===== config.mk =====
export PLATFORM = sky130hd
export DESIGN_NAME = llc_lookup_top
export DESIGN_NICKNAME = d
export VERILOG_FILES = /design/src/logic/llc_pkg.sv /design/src/logic/llc_tag_store.sv /design/src/logic/llc_lookup_way.sv /design/src/logic/llc_lookup_ctrl.sv /design/src/logic/llc_lookup_top.sv
export SDC_FILE = /design/constraint.sdc
export NUM_CORES = 1
export LEC_CHECK = 0
export BUFFER_PORTS_ARGS = -buffer_cell sky130_fd_sc_hd__buf_4
export CORE_UTILIZATION = 40
export DETAILED_ROUTE_END_ITERATION = 10
export PLACE_DENSITY = 0.56
export SLEW_MARGIN = 25
export SYNTH_ARGS = -nofsm -noshare
export SYNTH_HDL_FRONTEND = slang
export SYNTH_HIERARCHICAL = 1
export SYNTH_SLANG_ARGS = --single-unit

===== constraint.sdc =====
create_clock -name clk -period 4.8 [get_ports clk]
set_input_delay 0.72 -clock clk [delete_from_list [all_inputs] [get_ports clk]]
set_output_delay 0.72 -clock clk [all_outputs]
set_load 0.02 [all_outputs]

===== src/logic/llc_pkg.sv =====
package llc_pkg;

    // directory geometry
    localparam int llc_ways     = 4;
    localparam int llc_way_bits = 2;
    localparam int llc_sets     = 16;
    localparam int llc_set_bits = 4;
    localparam int llc_tag_bits = 8;

    // bus side
    localparam int llc_bus_data_bits = 32;

    // word addresses on the slave port
    localparam logic llc_addr_req    = 1'b0;
    localparam logic llc_addr_result = 1'b1;

    typedef logic [llc_tag_bits-1:0] llc_tag_t;
    typedef logic [llc_way_bits-1:0] llc_way_t;
    typedef logic [llc_set_bits-1:0] llc_set_t;

    // SD lines are never picked as a victim while anything else is available
    typedef enum logic [1:0] {
        INVALID = 2'd0,
        VALID   = 2'd1,
        SHARED  = 2'd2,
        SD      = 2'd3
    } llc_state_t;

    // lookup request, low 14 bits of the write data
    typedef struct packed {
        llc_set_t   set;
        llc_tag_t   tag;
        llc_state_t new_state;
    } llc_req_t;

    // lookup result, low 14 bits of the read data
    typedef struct packed {
        logic       hit;
        logic       evict;
        llc_way_t   way;
        llc_tag_t   old_tag;
        llc_state_t old_state;
    } llc_result_t;

    // one set as read out of the store
    typedef struct packed {
        llc_tag_t   [llc_ways-1:0] tags;
        llc_state_t [llc_ways-1:0] states;
        llc_way_t                  evict_ptr;
    } llc_set_buf_t;

endpackage


===== src/logic/llc_tag_store.sv =====
`timescale 1ns/1ps

module llc_tag_store (
    input  logic                 clk,
    input  logic                 rst,
    input  logic                 rd_en,
    input  llc_pkg::llc_set_t    rd_set,
    output llc_pkg::llc_set_buf_t set_buf,
    input  logic                 wr_en,
    input  llc_pkg::llc_set_t    wr_set,
    input  llc_pkg::llc_way_t    wr_way,
    input  llc_pkg::llc_tag_t    wr_tag,
    input  llc_pkg::llc_state_t  wr_state,
    input  logic                 ptr_en,
    input  llc_pkg::llc_way_t    ptr_next
);

    llc_pkg::llc_tag_t   [llc_pkg::llc_ways-1:0] tag_mem   [llc_pkg::llc_sets];
    llc_pkg::llc_state_t [llc_pkg::llc_ways-1:0] state_mem [llc_pkg::llc_sets];
    llc_pkg::llc_way_t                           ptr_mem   [llc_pkg::llc_sets];

    // an empty way reports old tag zero
    always_ff @(posedge clk or negedge rst) begin
        if (!rst) begin
            for (int s = 0; s < llc_pkg::llc_sets; s++) begin
                tag_mem[s] <= '0;
            end
        end else if (wr_en) begin
            tag_mem[wr_set][wr_way] <= wr_tag;
        end
    end

    always_ff @(posedge clk or negedge rst) begin
        if (!rst) begin
            for (int s = 0; s < llc_pkg::llc_sets; s++) begin
                for (int w = 0; w < llc_pkg::llc_ways; w++) begin
                    state_mem[s][w] <= llc_pkg::INVALID;
                end
            end
        end else if (wr_en) begin
            state_mem[wr_set][wr_way] <= wr_state;
        end
    end

    // eviction pointer only moves after a victim was taken
    always_ff @(posedge clk or negedge rst) begin
        if (!rst) begin
            for (int s = 0; s < llc_pkg::llc_sets; s++) begin
                ptr_mem[s] <= '0;
            end
        end else if (ptr_en) begin
            ptr_mem[wr_set] <= ptr_next;
        end
    end

    // whole set image, valid the cycle after rd_en
    always_ff @(posedge clk) begin
        if (rd_en) begin
            set_buf.tags      <= tag_mem[rd_set];
            set_buf.states    <= state_mem[rd_set];
            set_buf.evict_ptr <= ptr_mem[rd_set];
        end
    end

endmodule


===== src/logic/llc_lookup_way.sv =====
`timescale 1ns/1ps

module llc_lookup_way (
    input  logic                  clk,
    input  logic                  rst,
    input  llc_pkg::llc_tag_t     tag,
    input  llc_pkg::llc_set_buf_t set_buf,
    input  logic                  lookup_en,
    output llc_pkg::llc_way_t     way,
    output llc_pkg::llc_way_t     way_next,
    output logic                  evict
);

    logic [llc_pkg::llc_ways-1:0] hit_vec;
    logic [llc_pkg::llc_ways-1:0] empty_vec;
    logic [llc_pkg::llc_ways-1:0] valid_vec;
    logic [llc_pkg::llc_ways-1:0] not_sd_vec;
    llc_pkg::llc_way_t rot_way;
    llc_pkg::llc_way_t hit_way;
    llc_pkg::llc_way_t empty_way;
    llc_pkg::llc_way_t valid_ofs;
    llc_pkg::llc_way_t not_sd_ofs;
    logic evict_next;

    // victim vectors are indexed by distance from the pointer
    always_comb begin
        rot_way = '0;
        for (int i = 0; i < llc_pkg::llc_ways; i++) begin
            hit_vec[i]   = (set_buf.tags[i] == tag) &&
                           (set_buf.states[i] != llc_pkg::INVALID);
            empty_vec[i] = (set_buf.states[i] == llc_pkg::INVALID);
            rot_way       = llc_pkg::llc_way_t'(i) + set_buf.evict_ptr;
            valid_vec[i]  = (set_buf.states[rot_way] == llc_pkg::VALID);
            not_sd_vec[i] = (set_buf.states[rot_way] != llc_pkg::SD);
        end
    end

    // walk downward so the lowest set bit wins
    always_comb begin
        hit_way    = '0;
        empty_way  = '0;
        valid_ofs  = '0;
        not_sd_ofs = '0;
        for (int j = llc_pkg::llc_ways - 1; j >= 0; j--) begin
            if (hit_vec[j]) begin
                hit_way = llc_pkg::llc_way_t'(j);
            end
            if (empty_vec[j]) begin
                empty_way = llc_pkg::llc_way_t'(j);
            end
            if (valid_vec[j]) begin
                valid_ofs = llc_pkg::llc_way_t'(j);
            end
            if (not_sd_vec[j]) begin
                not_sd_ofs = llc_pkg::llc_way_t'(j);
            end
        end
    end

    always_comb begin
        evict_next = 1'b1;
        if (|hit_vec) begin
            way_next   = hit_way;
            evict_next = 1'b0;
        end else if (|empty_vec) begin
            way_next   = empty_way;
            evict_next = 1'b0;
        end else if (|valid_vec) begin
            way_next = valid_ofs + set_buf.evict_ptr;
        end else if (|not_sd_vec) begin
            way_next = not_sd_ofs + set_buf.evict_ptr;
        end else begin
            way_next = set_buf.evict_ptr;
        end
    end

    always_ff @(posedge clk or negedge rst) begin
        if (!rst) begin
            way   <= '0;
            evict <= 1'b0;
        end else if (lookup_en) begin
            way   <= way_next;
            evict <= evict_next;
        end
    end

endmodule


===== src/logic/llc_lookup_ctrl.sv =====
`timescale 1ns/1ps

module llc_lookup_ctrl (
    input  logic                                clk,
    input  logic                                rst,
    input  logic                                wb_cyc,
    input  logic                                wb_stb,
    input  logic                                wb_we,
    input  logic                                wb_adr,
    input  logic [llc_pkg::llc_bus_data_bits-1:0] wb_dat_w,
    output logic [llc_pkg::llc_bus_data_bits-1:0] wb_dat_r,
    output logic                                wb_ack,
    output logic                                rd_en,
    output llc_pkg::llc_set_t                   rd_set,
    input  llc_pkg::llc_set_buf_t               set_buf,
    output logic                                lookup_en,
    input  llc_pkg::llc_way_t                   way,
    input  logic                                evict,
    output logic                                wr_en,
    output llc_pkg::llc_set_t                   wr_set,
    output llc_pkg::llc_way_t                   wr_way,
    output llc_pkg::llc_tag_t                   wr_tag,
    output llc_pkg::llc_state_t                 wr_state,
    output logic                                ptr_en,
    output llc_pkg::llc_way_t                   ptr_next
);

    localparam int req_bits = $bits(llc_pkg::llc_req_t);
    localparam int pad_bits = llc_pkg::llc_bus_data_bits - $bits(llc_pkg::llc_result_t);

    typedef enum logic [2:0] {
        st_idle,
        st_read,
        st_lookup,
        st_update,
        st_ack
    } ctrl_state_t;

    ctrl_state_t          state;
    ctrl_state_t          state_next;
    llc_pkg::llc_req_t    req_q;
    llc_pkg::llc_result_t result_q;
    llc_pkg::llc_result_t result_next;
    logic                 strobe;
    logic                 req_write;

    assign strobe    = wb_cyc && wb_stb;
    assign req_write = wb_we && (wb_adr == llc_pkg::llc_addr_req);

    // a request write runs the full sequence, everything else acks next cycle
    always_comb begin
        state_next = state;
        case (state)
            st_idle: begin
                if (strobe) begin
                    if (req_write) begin
                        state_next = st_read;
                    end else begin
                        state_next = st_ack;
                    end
                end
            end
            st_read: begin
                state_next = st_lookup;
            end
            st_lookup: begin
                state_next = st_update;
            end
            st_update: begin
                state_next = st_ack;
            end
            default: begin
                state_next = st_idle;
            end
        endcase
    end

    always_ff @(posedge clk or negedge rst) begin
        if (!rst) begin
            state <= st_idle;
        end else begin
            state <= state_next;
        end
    end

    always_ff @(posedge clk) begin
        if (state == st_idle && strobe && req_write) begin
            req_q <= llc_pkg::llc_req_t'(wb_dat_w[req_bits-1:0]);
        end
    end

    // victim details come from the buffered set at the registered way
    always_comb begin
        result_next.hit       = (set_buf.tags[way] == req_q.tag) &&
                                (set_buf.states[way] != llc_pkg::INVALID);
        result_next.evict     = evict;
        result_next.way       = way;
        result_next.old_tag   = set_buf.tags[way];
        result_next.old_state = set_buf.states[way];
    end

    always_ff @(posedge clk or negedge rst) begin
        if (!rst) begin
            result_q <= '0;
        end else if (state == st_update) begin
            result_q <= result_next;
        end
    end

    assign rd_en     = (state == st_read);
    assign rd_set    = req_q.set;
    assign lookup_en = (state == st_lookup);

    assign wr_en    = (state == st_update);
    assign wr_set   = req_q.set;
    assign wr_way   = way;
    assign wr_tag   = req_q.tag;
    assign wr_state = req_q.new_state;

    // pointer steps one past the victim, wrapping at the way count
    assign ptr_en   = (state == st_update) && evict;
    assign ptr_next = way + 1'b1;

    assign wb_ack   = (state == st_ack);
    assign wb_dat_r = (wb_adr == llc_pkg::llc_addr_result) ?
                      {{pad_bits{1'b0}}, result_q} : '0;

endmodule


===== src/logic/llc_lookup_top.sv =====
`timescale 1ns/1ps

module llc_lookup_top (
    input  logic                                clk,
    input  logic                                rst,
    input  logic                                wb_cyc,
    input  logic                                wb_stb,
    input  logic                                wb_we,
    input  logic                                wb_adr,
    input  logic [llc_pkg::llc_bus_data_bits-1:0] wb_dat_w,
    output logic [llc_pkg::llc_bus_data_bits-1:0] wb_dat_r,
    output logic                                wb_ack
);

    logic                  rd_en;
    llc_pkg::llc_set_t     rd_set;
    llc_pkg::llc_set_buf_t set_buf;
    logic                  lookup_en;
    llc_pkg::llc_way_t     way;
    logic                  evict;
    logic                  wr_en;
    llc_pkg::llc_set_t     wr_set;
    llc_pkg::llc_way_t     wr_way;
    llc_pkg::llc_tag_t     wr_tag;
    llc_pkg::llc_state_t   wr_state;
    logic                  ptr_en;
    llc_pkg::llc_way_t     ptr_next;

    llc_lookup_ctrl u_llc_lookup_ctrl (
        .clk       (clk),
        .rst       (rst),
        .wb_cyc    (wb_cyc),
        .wb_stb    (wb_stb),
        .wb_we     (wb_we),
        .wb_adr    (wb_adr),
        .wb_dat_w  (wb_dat_w),
        .wb_dat_r  (wb_dat_r),
        .wb_ack    (wb_ack),
        .rd_en     (rd_en),
        .rd_set    (rd_set),
        .set_buf   (set_buf),
        .lookup_en (lookup_en),
        .way       (way),
        .evict     (evict),
        .wr_en     (wr_en),
        .wr_set    (wr_set),
        .wr_way    (wr_way),
        .wr_tag    (wr_tag),
        .wr_state  (wr_state),
        .ptr_en    (ptr_en),
        .ptr_next  (ptr_next)
    );

    llc_tag_store u_llc_tag_store (
        .clk      (clk),
        .rst      (rst),
        .rd_en    (rd_en),
        .rd_set   (rd_set),
        .set_buf  (set_buf),
        .wr_en    (wr_en),
        .wr_set   (wr_set),
        .wr_way   (wr_way),
        .wr_tag   (wr_tag),
        .wr_state (wr_state),
        .ptr_en   (ptr_en),
        .ptr_next (ptr_next)
    );

    // lookup compares against the tag of the request being served
    llc_lookup_way u_llc_lookup_way (
        .clk       (clk),
        .rst       (rst),
        .tag       (wr_tag),
        .set_buf   (set_buf),
        .lookup_en (lookup_en),
        .way       (way),
        .way_next  (),
        .evict     (evict)
    );

endmodule


Word-level counts from Yosys, hierarchy flattened
Cells that the tools add are included.

word-level totals
  register bits after elaboration = 748
  bits of input ports = 38
  output and inout port bits = 33

operators by class
  $add $sub $neg = 6
  magnitude comparators = 8
  equal/unequal tests = 18
  multiplexer cells = 60
  bitwise operators = 2
  reduce and logical (&&, ||, !) cells = 26

operators by type and width
  cell                                                  count
  bitwise mux 512 bit                                   1
  binary-select mux 32 bit (select 4 bit)               1
  bitwise mux 128 bit                                   1
  demux 32 bit (select 4 bit)                           1
  2-to-1 mux 32 bit                                     3
  2-to-1 mux 2 bit                                      29
  equality test 8 bit                                   5
  2-to-1 mux 8 bit                                      5
  binary-select mux 8 bit (select 4 bit)                1
  bitwise mux 32 bit                                    1
  demux 8 bit (select 4 bit)                            1
  binary-select mux 2 bit (select 2 bit)                5
  binary-select mux 8 bit (select 2 bit)                1
  demux 8 bit (select 2 bit)                            1
  OR reduction 4 bit                                    4
  < comparator 2 x 3 -> 1 bit (second input constant)   5
  2-to-1 mux 14 bit                                     1
  logical AND 1 bit                                     12
  case mux 3 bit (4 select lines)                       1
  nonzero test 2 bit                                    5
  binary-select mux 2 bit (select 4 bit)                1
  demux 2 bit (select 4 bit)                            1
  equality test 2 x 1 -> 1 bit (second input constant)  4
  zero test 2 bit                                       4
  other kinds (18)                                      26

Logic depth before layout (Yosys ltp)
Gate-level depths: netlist of run 1.

  word-level depth = 13
  mapped depth = 10
  depth with buffers taken out = 9

By module
The synthesis of run 1 kept the hierarchy.

modules (own cells, without submodules)
  module           instances  cells an instance  area each (um2)  sequential area each (um2)
  llc_tag_store    1          1937               31621.6          18077.3
  llc_lookup_ctrl  1          165                1839.3           845.8
  llc_lookup_way   1          131                1097.3           75.1

Worst setup path before layout of run 1
No wires, ideal clock.

  kind = flip-flop to flip-flop
  start = register u_llc_lookup_ctrl.state[0]
  end = register, netlist name u_llc_tag_store/set_buf[0]
  library setup time = 0.504 ns
  arrival time = 3.700 ns
  data required time = 4.296 ns
  path slack = 0.596 ns
  stages on the path, launching flop included = 3
  path buffers = 1
  clock period less this slack = 4.204 ns
  path through = dfrtp_1 -> clkbuf_1 -> nor3b_1

between the ends
  word-level cells in the longest chain between the ends = 1

ends and longest elaborated chain
  item                          RTL line                text
  start, declared               llc_lookup_ctrl.sv:39   ctrl_state_t state;
  start signal, assigned        llc_lookup_ctrl.sv:80   state <= st_idle;
  start signal, assigned        llc_lookup_ctrl.sv:82   state <= state_next;
  equality test 3 x 1 -> 1 bit  llc_lookup_ctrl.sv:110  assign rd_en = (state == st_read);
  via rd_en                     llc_lookup_top.sv:15    logic rd_en;

The timed path passes the listed nets, and every way through them passes these cells.
A chain may end at the register's enable or synchronous reset.

Worst setup path in the final report of run 1
  start = register u_llc_lookup_ctrl.state[2]
  end = register u_llc_tag_store/tag_mem[210] (netlist bit)

between the ends
  word-level cells in the longest chain between the ends = 1

ends and longest elaborated chain
  item                           RTL line                text
  equality test 3 x 2 -> 1 bit   llc_lookup_ctrl.sv:114  assign wr_en = (state == st_update);
  via wr_en                      llc_lookup_top.sv:21    logic wr_en;
  end signal, assigned by index  llc_tag_store.sv:29     tag_mem[wr_set][wr_way] <= wr_tag;
  end, declared                  llc_tag_store.sv:18     llc_pkg::llc_tag_t [llc_pkg::llc_ways-1:0] tag_mem [llc_pkg::llc_sets];

The timed path passes the listed nets, and every way through them passes these cells.

==> summary.md, run 1 <==
| Metric | Value |
|---|---|
| DRT Wirelength | 86.0 mm |
| Reg2reg setup slack | approximately 1.3 ns |
| Crit path max-delay cell type | inv_1 |
| DIE AREA | 87500 µm² |
| Initial DRC count | 1063 |
| Slew @ Worst Pin | 1.02 ns |
| # nets final | 2274 |
| LEAKAGE | 18.2 nW |
| Critical path arrival | between 4 and 5 ns |
| Global route hottest layer | met2 |
| Filler cells | 7547 |
| CP cell instances | nand3b_1 > inv_1 > and3b_1 > nand2_1 > mux2_2 |
| DRC | 0 |
| Fin area | 38800 µm² |
| Clk Latency, worst-skew pair | about 0.63 ns |
| Met2 usage | 0.321 |
| Finished Layout Cells | 3446 |
| Setup violations, final | 0 |
| IO Pins | between 70 and 80 |
| R2R depth | 5 |
| Req. time, crit path | 5.31 ns |
| Critical path depth | 5 |
| Initial cell density of the core | 0.404 |
| Area of the multi-input gates | roughly 15000 µm² |
| Clock-pin slew on the worst setup and hold paths | 0.06 ns |
| DIE WIDTH | between 200 and 300 µm |
| Synthesized instance count | 2229 |
| Root buffer cell | clkbuf_16 |
| Slew Viols, Final | 0 |
| Post-DR vias/cell | 5.63 |
| Layout cells sized above 1 | 0.493 |
| CP peak stage delay | 0.67 ns |
| Fmax | ~290 MHz |
| Mapped cell area | 34500 µm² |
| Area delta synth->final | 12.3% |
| Final ANT Viol Nets | 0 |
| Average wire per standard cell | about 25 µm |
| Power Total | 16.5 mW |
| Total negative slack | 0 ns |
| Crit end category | flip-flop |
| Clock Skew | 0.0147 ns |
| Critical Path Source Type | flip-flop |
| Initial antenna violation count | 2 |
| Clock Sinks | 748 |
| Pre-antenna DRT Iters | 5 |
| Via count | 19400 |
| Syn avg cell area | 15.5 µm² |
| Vias in the first global route | between 20000 and 25000 |
| Max_slew headroom | 0.311 |
| Final min period | 3.50 ns |
| First-pass GRT wire length | 132 mm |
| Pin count of the biggest net entering global routing | 109 |
| Synth warnings | 6 |
| Status | complete, no violations |
| Worst Path Buf+Inv | 1 |
| PostCTS Resize Cnt | 0 |
| Pwr/cell area | between 400 and 500 nW/µm² |
| M1 GR Usage | 0.281 |
| Htree depth | 3 |
| Top delay family on crit path | simple AND/OR/NAND/NOR gates |
| CTS max path bufs | 3 |
| Port Buffers | 34 |
| Max VDD drop | 0.234 mV |
| CTS tree | yes |
| Die Y | 296 µm |
| Core area | 85400 µm² |
| Max Cap Viol | 0 |
| Dpl cells | 3288 |
| Setup Fix Bufs, Post-CTS | 0 |
| TritonCTS Buffers | 84 |
| Hold Crit Depth | 1 |
| Final Cycle Share | 0.730 |
| Overall routing resource usage | 0.201 |
| Register area | 19000 µm² |
| Grt ovf | 0 |
| RSZ-0062 raised after global routing | false |
| Final Hold Viols | 0 |
| GP Congestion | 0.825 |
| Crit path max fanout | 21 |
| Num rows | about 110 |
| Crit Path Class | flip-flop to flip-flop |
| Hold crit path type | input pin to flip-flop |
| M3 GR Usage | 0.0294 |
| Placed Area | approximately 36000 µm² |
| Detailed Place HPWL | 53.4 mm |
==> path summary, 6_finish.rpt <==
check,start,endpoint
worst max register to register,u_llc_lookup_ctrl/state[2]$_DFFE_PN0P_,u_llc_tag_store/tag_mem[210]$_DFFE_PN0P_
worst max-delay path,u_llc_lookup_ctrl/state[2]$_DFFE_PN0P_,u_llc_tag_store/tag_mem[210]$_DFFE_PN0P_
min in group asynchronous,rst,u_llc_tag_store/tag_mem[500]$_DFFE_PN0P_
worst min-delay path,wb_dat_w[0],u_llc_lookup_ctrl/wr_state[0]$_DFFE_PP_
max in group asynchronous,rst,u_llc_tag_store/state_mem[58]$_DFFE_PN0P_
worst min register to register,u_llc_lookup_ctrl/result_q[10]$_DFFE_PN0P_,u_llc_lookup_ctrl/result_q[10]$_DFFE_PN0P_
==> worst register-to-register path, delay by kind of cell, from the launching register on <==
kind                   cells  cell delay (ns)
AND/OR/NAND/NOR            3             1.82
flip-flops                 1             0.45
buffers and inverters      1             0.68
multiplexers               1             0.44
==> registers in the layout, indices dropped and copies added, names as in the netlist <==
| register | count |
|---|---|
| u_llc_lookup_way/evict | 1 |
| u_llc_tag_store/set_buf | 42 |
| u_llc_tag_store/ptr_mem | 32 |
| u_llc_lookup_ctrl/result_q | 14 |
| u_llc_tag_store/state_mem | 128 |
| u_llc_lookup_ctrl/wr_state | 2 |
| u_llc_lookup_ctrl/wr_tag | 8 |
| u_llc_lookup_way/way | 2 |
| u_llc_lookup_ctrl/state | 3 |
| u_llc_tag_store/tag_mem | 512 |
| u_llc_lookup_ctrl/rd_set | 4 |
==> cells in the final DEF (no fill, tap or decap), types with 5 or more instances in the layout <==
master     instances
nand4_1            8
nor2b_1            5
nand3_1            8
nor2_4             6
clkbuf_16         86
and2_1            16
conb_1            18
mux2i_1            9
mux4_1             6
a21oi_1            7
nor2_2            15
clkinv_2          16
mux4_2           175
nor4bb_1           5
edfxtp_1          56
mux2_1            17
nor2_1            21
mux2_2           664
nand2_2           25
buf_4             70
clkbuf_8          19
xor2_1             8
xnor2_1           32
buf_12            13
nor3_1            11
clkbuf_1          18
dfrtp_1          692
o21ai_0            8
inv_1              9
or2_2              6
nand2_1           82
a22oi_1           84
==> final cells by class <==
| class | instances | area share |
|---|---|---|
| inverters | 10 | 0.000968 |
| clock inverters | 28 | 0.00593 |
| clock buffers | 123 | 0.0640 |
| repair buffers | 88 | 0.0224 |
| multi-input cells | 1302 | 0.380 |
| diodes | 3 | 0.000194 |
| flip-flops and latches | 748 | 0.490 |
| well taps | 1144 | 0.0369 |
==> per-stage QoR <==
stage / hold WS (ns) / setup slack [ns] / util
after global placement: 0.462 / 1.43 / 0.421
after global routing: 0.241 / 1.07 / 0.454
after detailed placement: 0.474 / 1.30 / 0.421
final: 0.275 / 1.30 / 0.454
after floorplan: 0.424 / 0.596 / -
after CTS: 0.208 / 1.31 / 0.453
==> repair_timing <==
item / CTS / global route
hold buffers: 0 / 1
endpoints found under the hold margin: 0 / 24
endpoints found under the setup margin: 0 / 0
==> where the power goes <==
part	total (mW)	internal [mW]	switching, mW	leakage (nW)
clock network	6.26	3.69	2.57	1.35
registers	7.77	7.24	0.530	10.1
logic	2.42	1.26	1.16	6.72
==> routing by layer <==
layer	up-vias	part of all wire	wire [µm]
li1	8315	-	-
met1	10500	0.45	38900
met2	415	0.47	40800
met3	141	0.041	3520
met4	0	0.033	2820
met5	-	0	0
Power figures use the tool's default switching activity.
==> run 2: changes to the inputs <==
--- a/config.mk
+++ b/config.mk
@@ -8,7 +8,7 @@
 export BUFFER_PORTS_ARGS = -buffer_cell sky130_fd_sc_hd__buf_4
 export CORE_UTILIZATION = 40
 export DETAILED_ROUTE_END_ITERATION = 10
-export PLACE_DENSITY = 0.56
+export PLACE_DENSITY = 0.58
 export SLEW_MARGIN = 25
 export SYNTH_ARGS = -nofsm -noshare
 export SYNTH_HDL_FRONTEND = slang
==> constraint.sdc (replaced) <==
create_clock -name clk -period 2.9 [get_ports clk]
set_input_delay 0.435 -clock clk [delete_from_list [all_inputs] [get_ports clk]]
set_output_delay 0.435 -clock clk [all_outputs]
set_load 0.02 [all_outputs]
==> summary.md, run 2 (synthesis gave the netlist of run 1 again) <==
| Metric | Value |
|---|---|
| Status | complete, no violations |
| Clk Latency, worst-skew pair | 0.62 ns |
| Hold crit path type | input pin to flip-flop |
| LEAKAGE | 18.6 nW |
| Clock Sinks | 748 |
| Most frequent cells in the layout | dfrtp_1 (692), mux2_2 (664), mux4_2 (175) |
| Clock-pin slew on the worst setup and hold paths | about 0.06 ns |
| Setup violations, final | 0 |
| DRC | 0 |
| Initial antenna violation count | 1 |
| Fin area | 39600 µm² |
| Pre-antenna DRT Iters | 5 |
| Final Cycle Share | 0.948 |
| Core area | 85400 µm² |
| Hold_ws | 0.133 ns |
| Critical Path Source Type | flip-flop |
| Root buffer cell | clkbuf_16 |
| Number of flip-flops in the largest register | ~510 |
| Crit path max fanout | 11 |
| DIE WIDTH | between 200 and 300 µm |
| Initial DRC count | 1253 |
| HP Start | wb_stb |
| Clock Skew | 0.0173 ns |
| Port Buffers | 34 |
| Req. time, crit path | ~3.4 ns |
| Via count | 19600 |
| Reg with most FFs | u_llc_tag_store/tag_mem |
| Initial cell density of the core | 0.404 |
| Grt ovf | 0 |
| Num rows | 107 |
| Final Util | 0.463 |
| Max Cap Viol | 0 |
| Vias in the first global route | 21300 |
| Layout cells sized above 1 | 0.504 |
| Pin count of the biggest net entering global routing | 120 |
| Detailed Place HPWL | 55.8 mm |
| PostCTS Resize Cnt | 0 |
| Max VDD drop | 0.482 mV |
| # nets final | roughly 2400 |
| Most common cell after layout, fill and taps aside | dfrtp_1 |
| Area delta synth->final | 14.6% |
| Final min period | 2.75 ns |
| Crit Path Class | flip-flop to flip-flop |
| Top flop regs | u_llc_tag_store/tag_mem: 512 flops, u_llc_tag_store/state_mem: 128 flops, u_llc_tag_store/set_buf: 42 flops |
| IO Pins | 71 |
| R2R Path Start | u_llc_lookup_ctrl/state[2]$_DFFE_PN0P_ |
| Final Hold Viols | 0 |
| Final ANT Viol Nets | 0 |
| Average wire per standard cell | 24.3 µm |
| Die Y | 296 µm |
| Slew @ Worst Pin | about 0.92 ns |
| CTS tree | yes |
| Pwr/cell area | about 690 nW/µm² |
| GP Congestion | just over 0.8 |
| CTS max path bufs | 3 |
| Fmax | approximately 360 MHz |
| Total negative slack | 0 ns |
| Overall routing resource usage | 0.202 |
| TritonCTS Buffers | 82 |
| Slew Viols, Final | 0 |
| Max_slew headroom | 0.385 |
| RSZ-0062 raised after global routing | true |
| DIE AREA | 87500 µm² |
| First-pass GRT wire length | around 130 mm |
| Critical path arrival | 3.24 ns |
| Post-DR vias/cell | 5.57 |
| DRT Wirelength | 85.8 mm |
| Finished Layout Cells | between 3000 and 4000 |
| Crit end category | flip-flop |
| Dpl cells | ~3400 |
| Placed Area | 36700 µm² |
| N_diodes | 0 |
| Htree depth | 3 |
| Worst setup path start | u_llc_lookup_ctrl/state[2]$_DFFE_PN0P_ |
| Setup Fix Bufs, Post-CTS | 0 |
[run 2: critical path: stages (launching register included)]
cell	delay [ns]
dfrtp_1	0.47
nand3b_1	0.22
inv_1	0.26
buf_4	0.20
and3b_1	0.48
nand2_1	0.54
mux2_2	0.44
[run 2: routing by layer]
| metal | vias up | track usage | routed length, µm |
|---|---|---|---|
| met1 | 10700 | 0.284 | 39500 |
| met4 | 0 | 0.0626 | 2110 |
| li1 | 8458 | - | - |
| met2 | 397 | 0.323 | 40800 |
| met5 | - | 0 | 0 |
| met3 | 114 | 0.0295 | 3460 |
[run 2: final cells by class]
class | count | area, µm²
inverter | 10 | 37.5
tap | 1144 | 1430
timing repair buffer | 174 | 1650
clock inverter | 14 | 109
clock buffer | 135 | 2620
multi-input combinational | 1302 | 14700
fill | 7438 | 45800
sequential | 748 | 19000
[run 2: through the flow]
| step | power [mW] | worst slack, ns |
|---|---|---|
| 6_report | 27.3 | 0.149 |
| 5_1_grt | 28.6 | -0.0357 |
| 3_3_place_gp | 16.9 | 0.267 |
| 4_1_cts | 27.6 | 0.158 |
| 2_1_floorplan | 15.8 | 0.204 |
| 3_5_place_dp | 17.1 | 0.179 |
[run 2: final timing paths]
check                      depth (start not counted)  slack, ns                                   endpoint
max                                                6       0.15   u_llc_tag_store/tag_mem[403]$_DFFE_PN0P_
min                                                3       0.13     u_llc_lookup_ctrl/state[2]$_DFFE_PN0P_
max reg2reg                                        6       0.15   u_llc_tag_store/tag_mem[403]$_DFFE_PN0P_
min reg2reg                                        2       0.48  u_llc_lookup_ctrl/result_q[6]$_DFFE_PN0P_
max in group asynchronous                          3       1.70   u_llc_tag_store/tag_mem[287]$_DFFE_PN0P_
min in group asynchronous                          2       0.28   u_llc_tag_store/tag_mem[306]$_DFFE_PN0P_
[run 2: what timing repair did]
item	4_1_cts	5_1_grt
hold buffers	15	0
endpoints found under the hold margin	87	0
setup endpoints to repair	0	17
[run 2: power breakdown]
group	leakage (nW)	switching [mW]	total (mW)	internal [mW]
combinational	7.17	1.95	4.12	2.17
clock	1.35	4.12	10.4	6.23
sequential	10.1	0.859	12.8	12.0
total	18.6	6.93	27.3	20.4
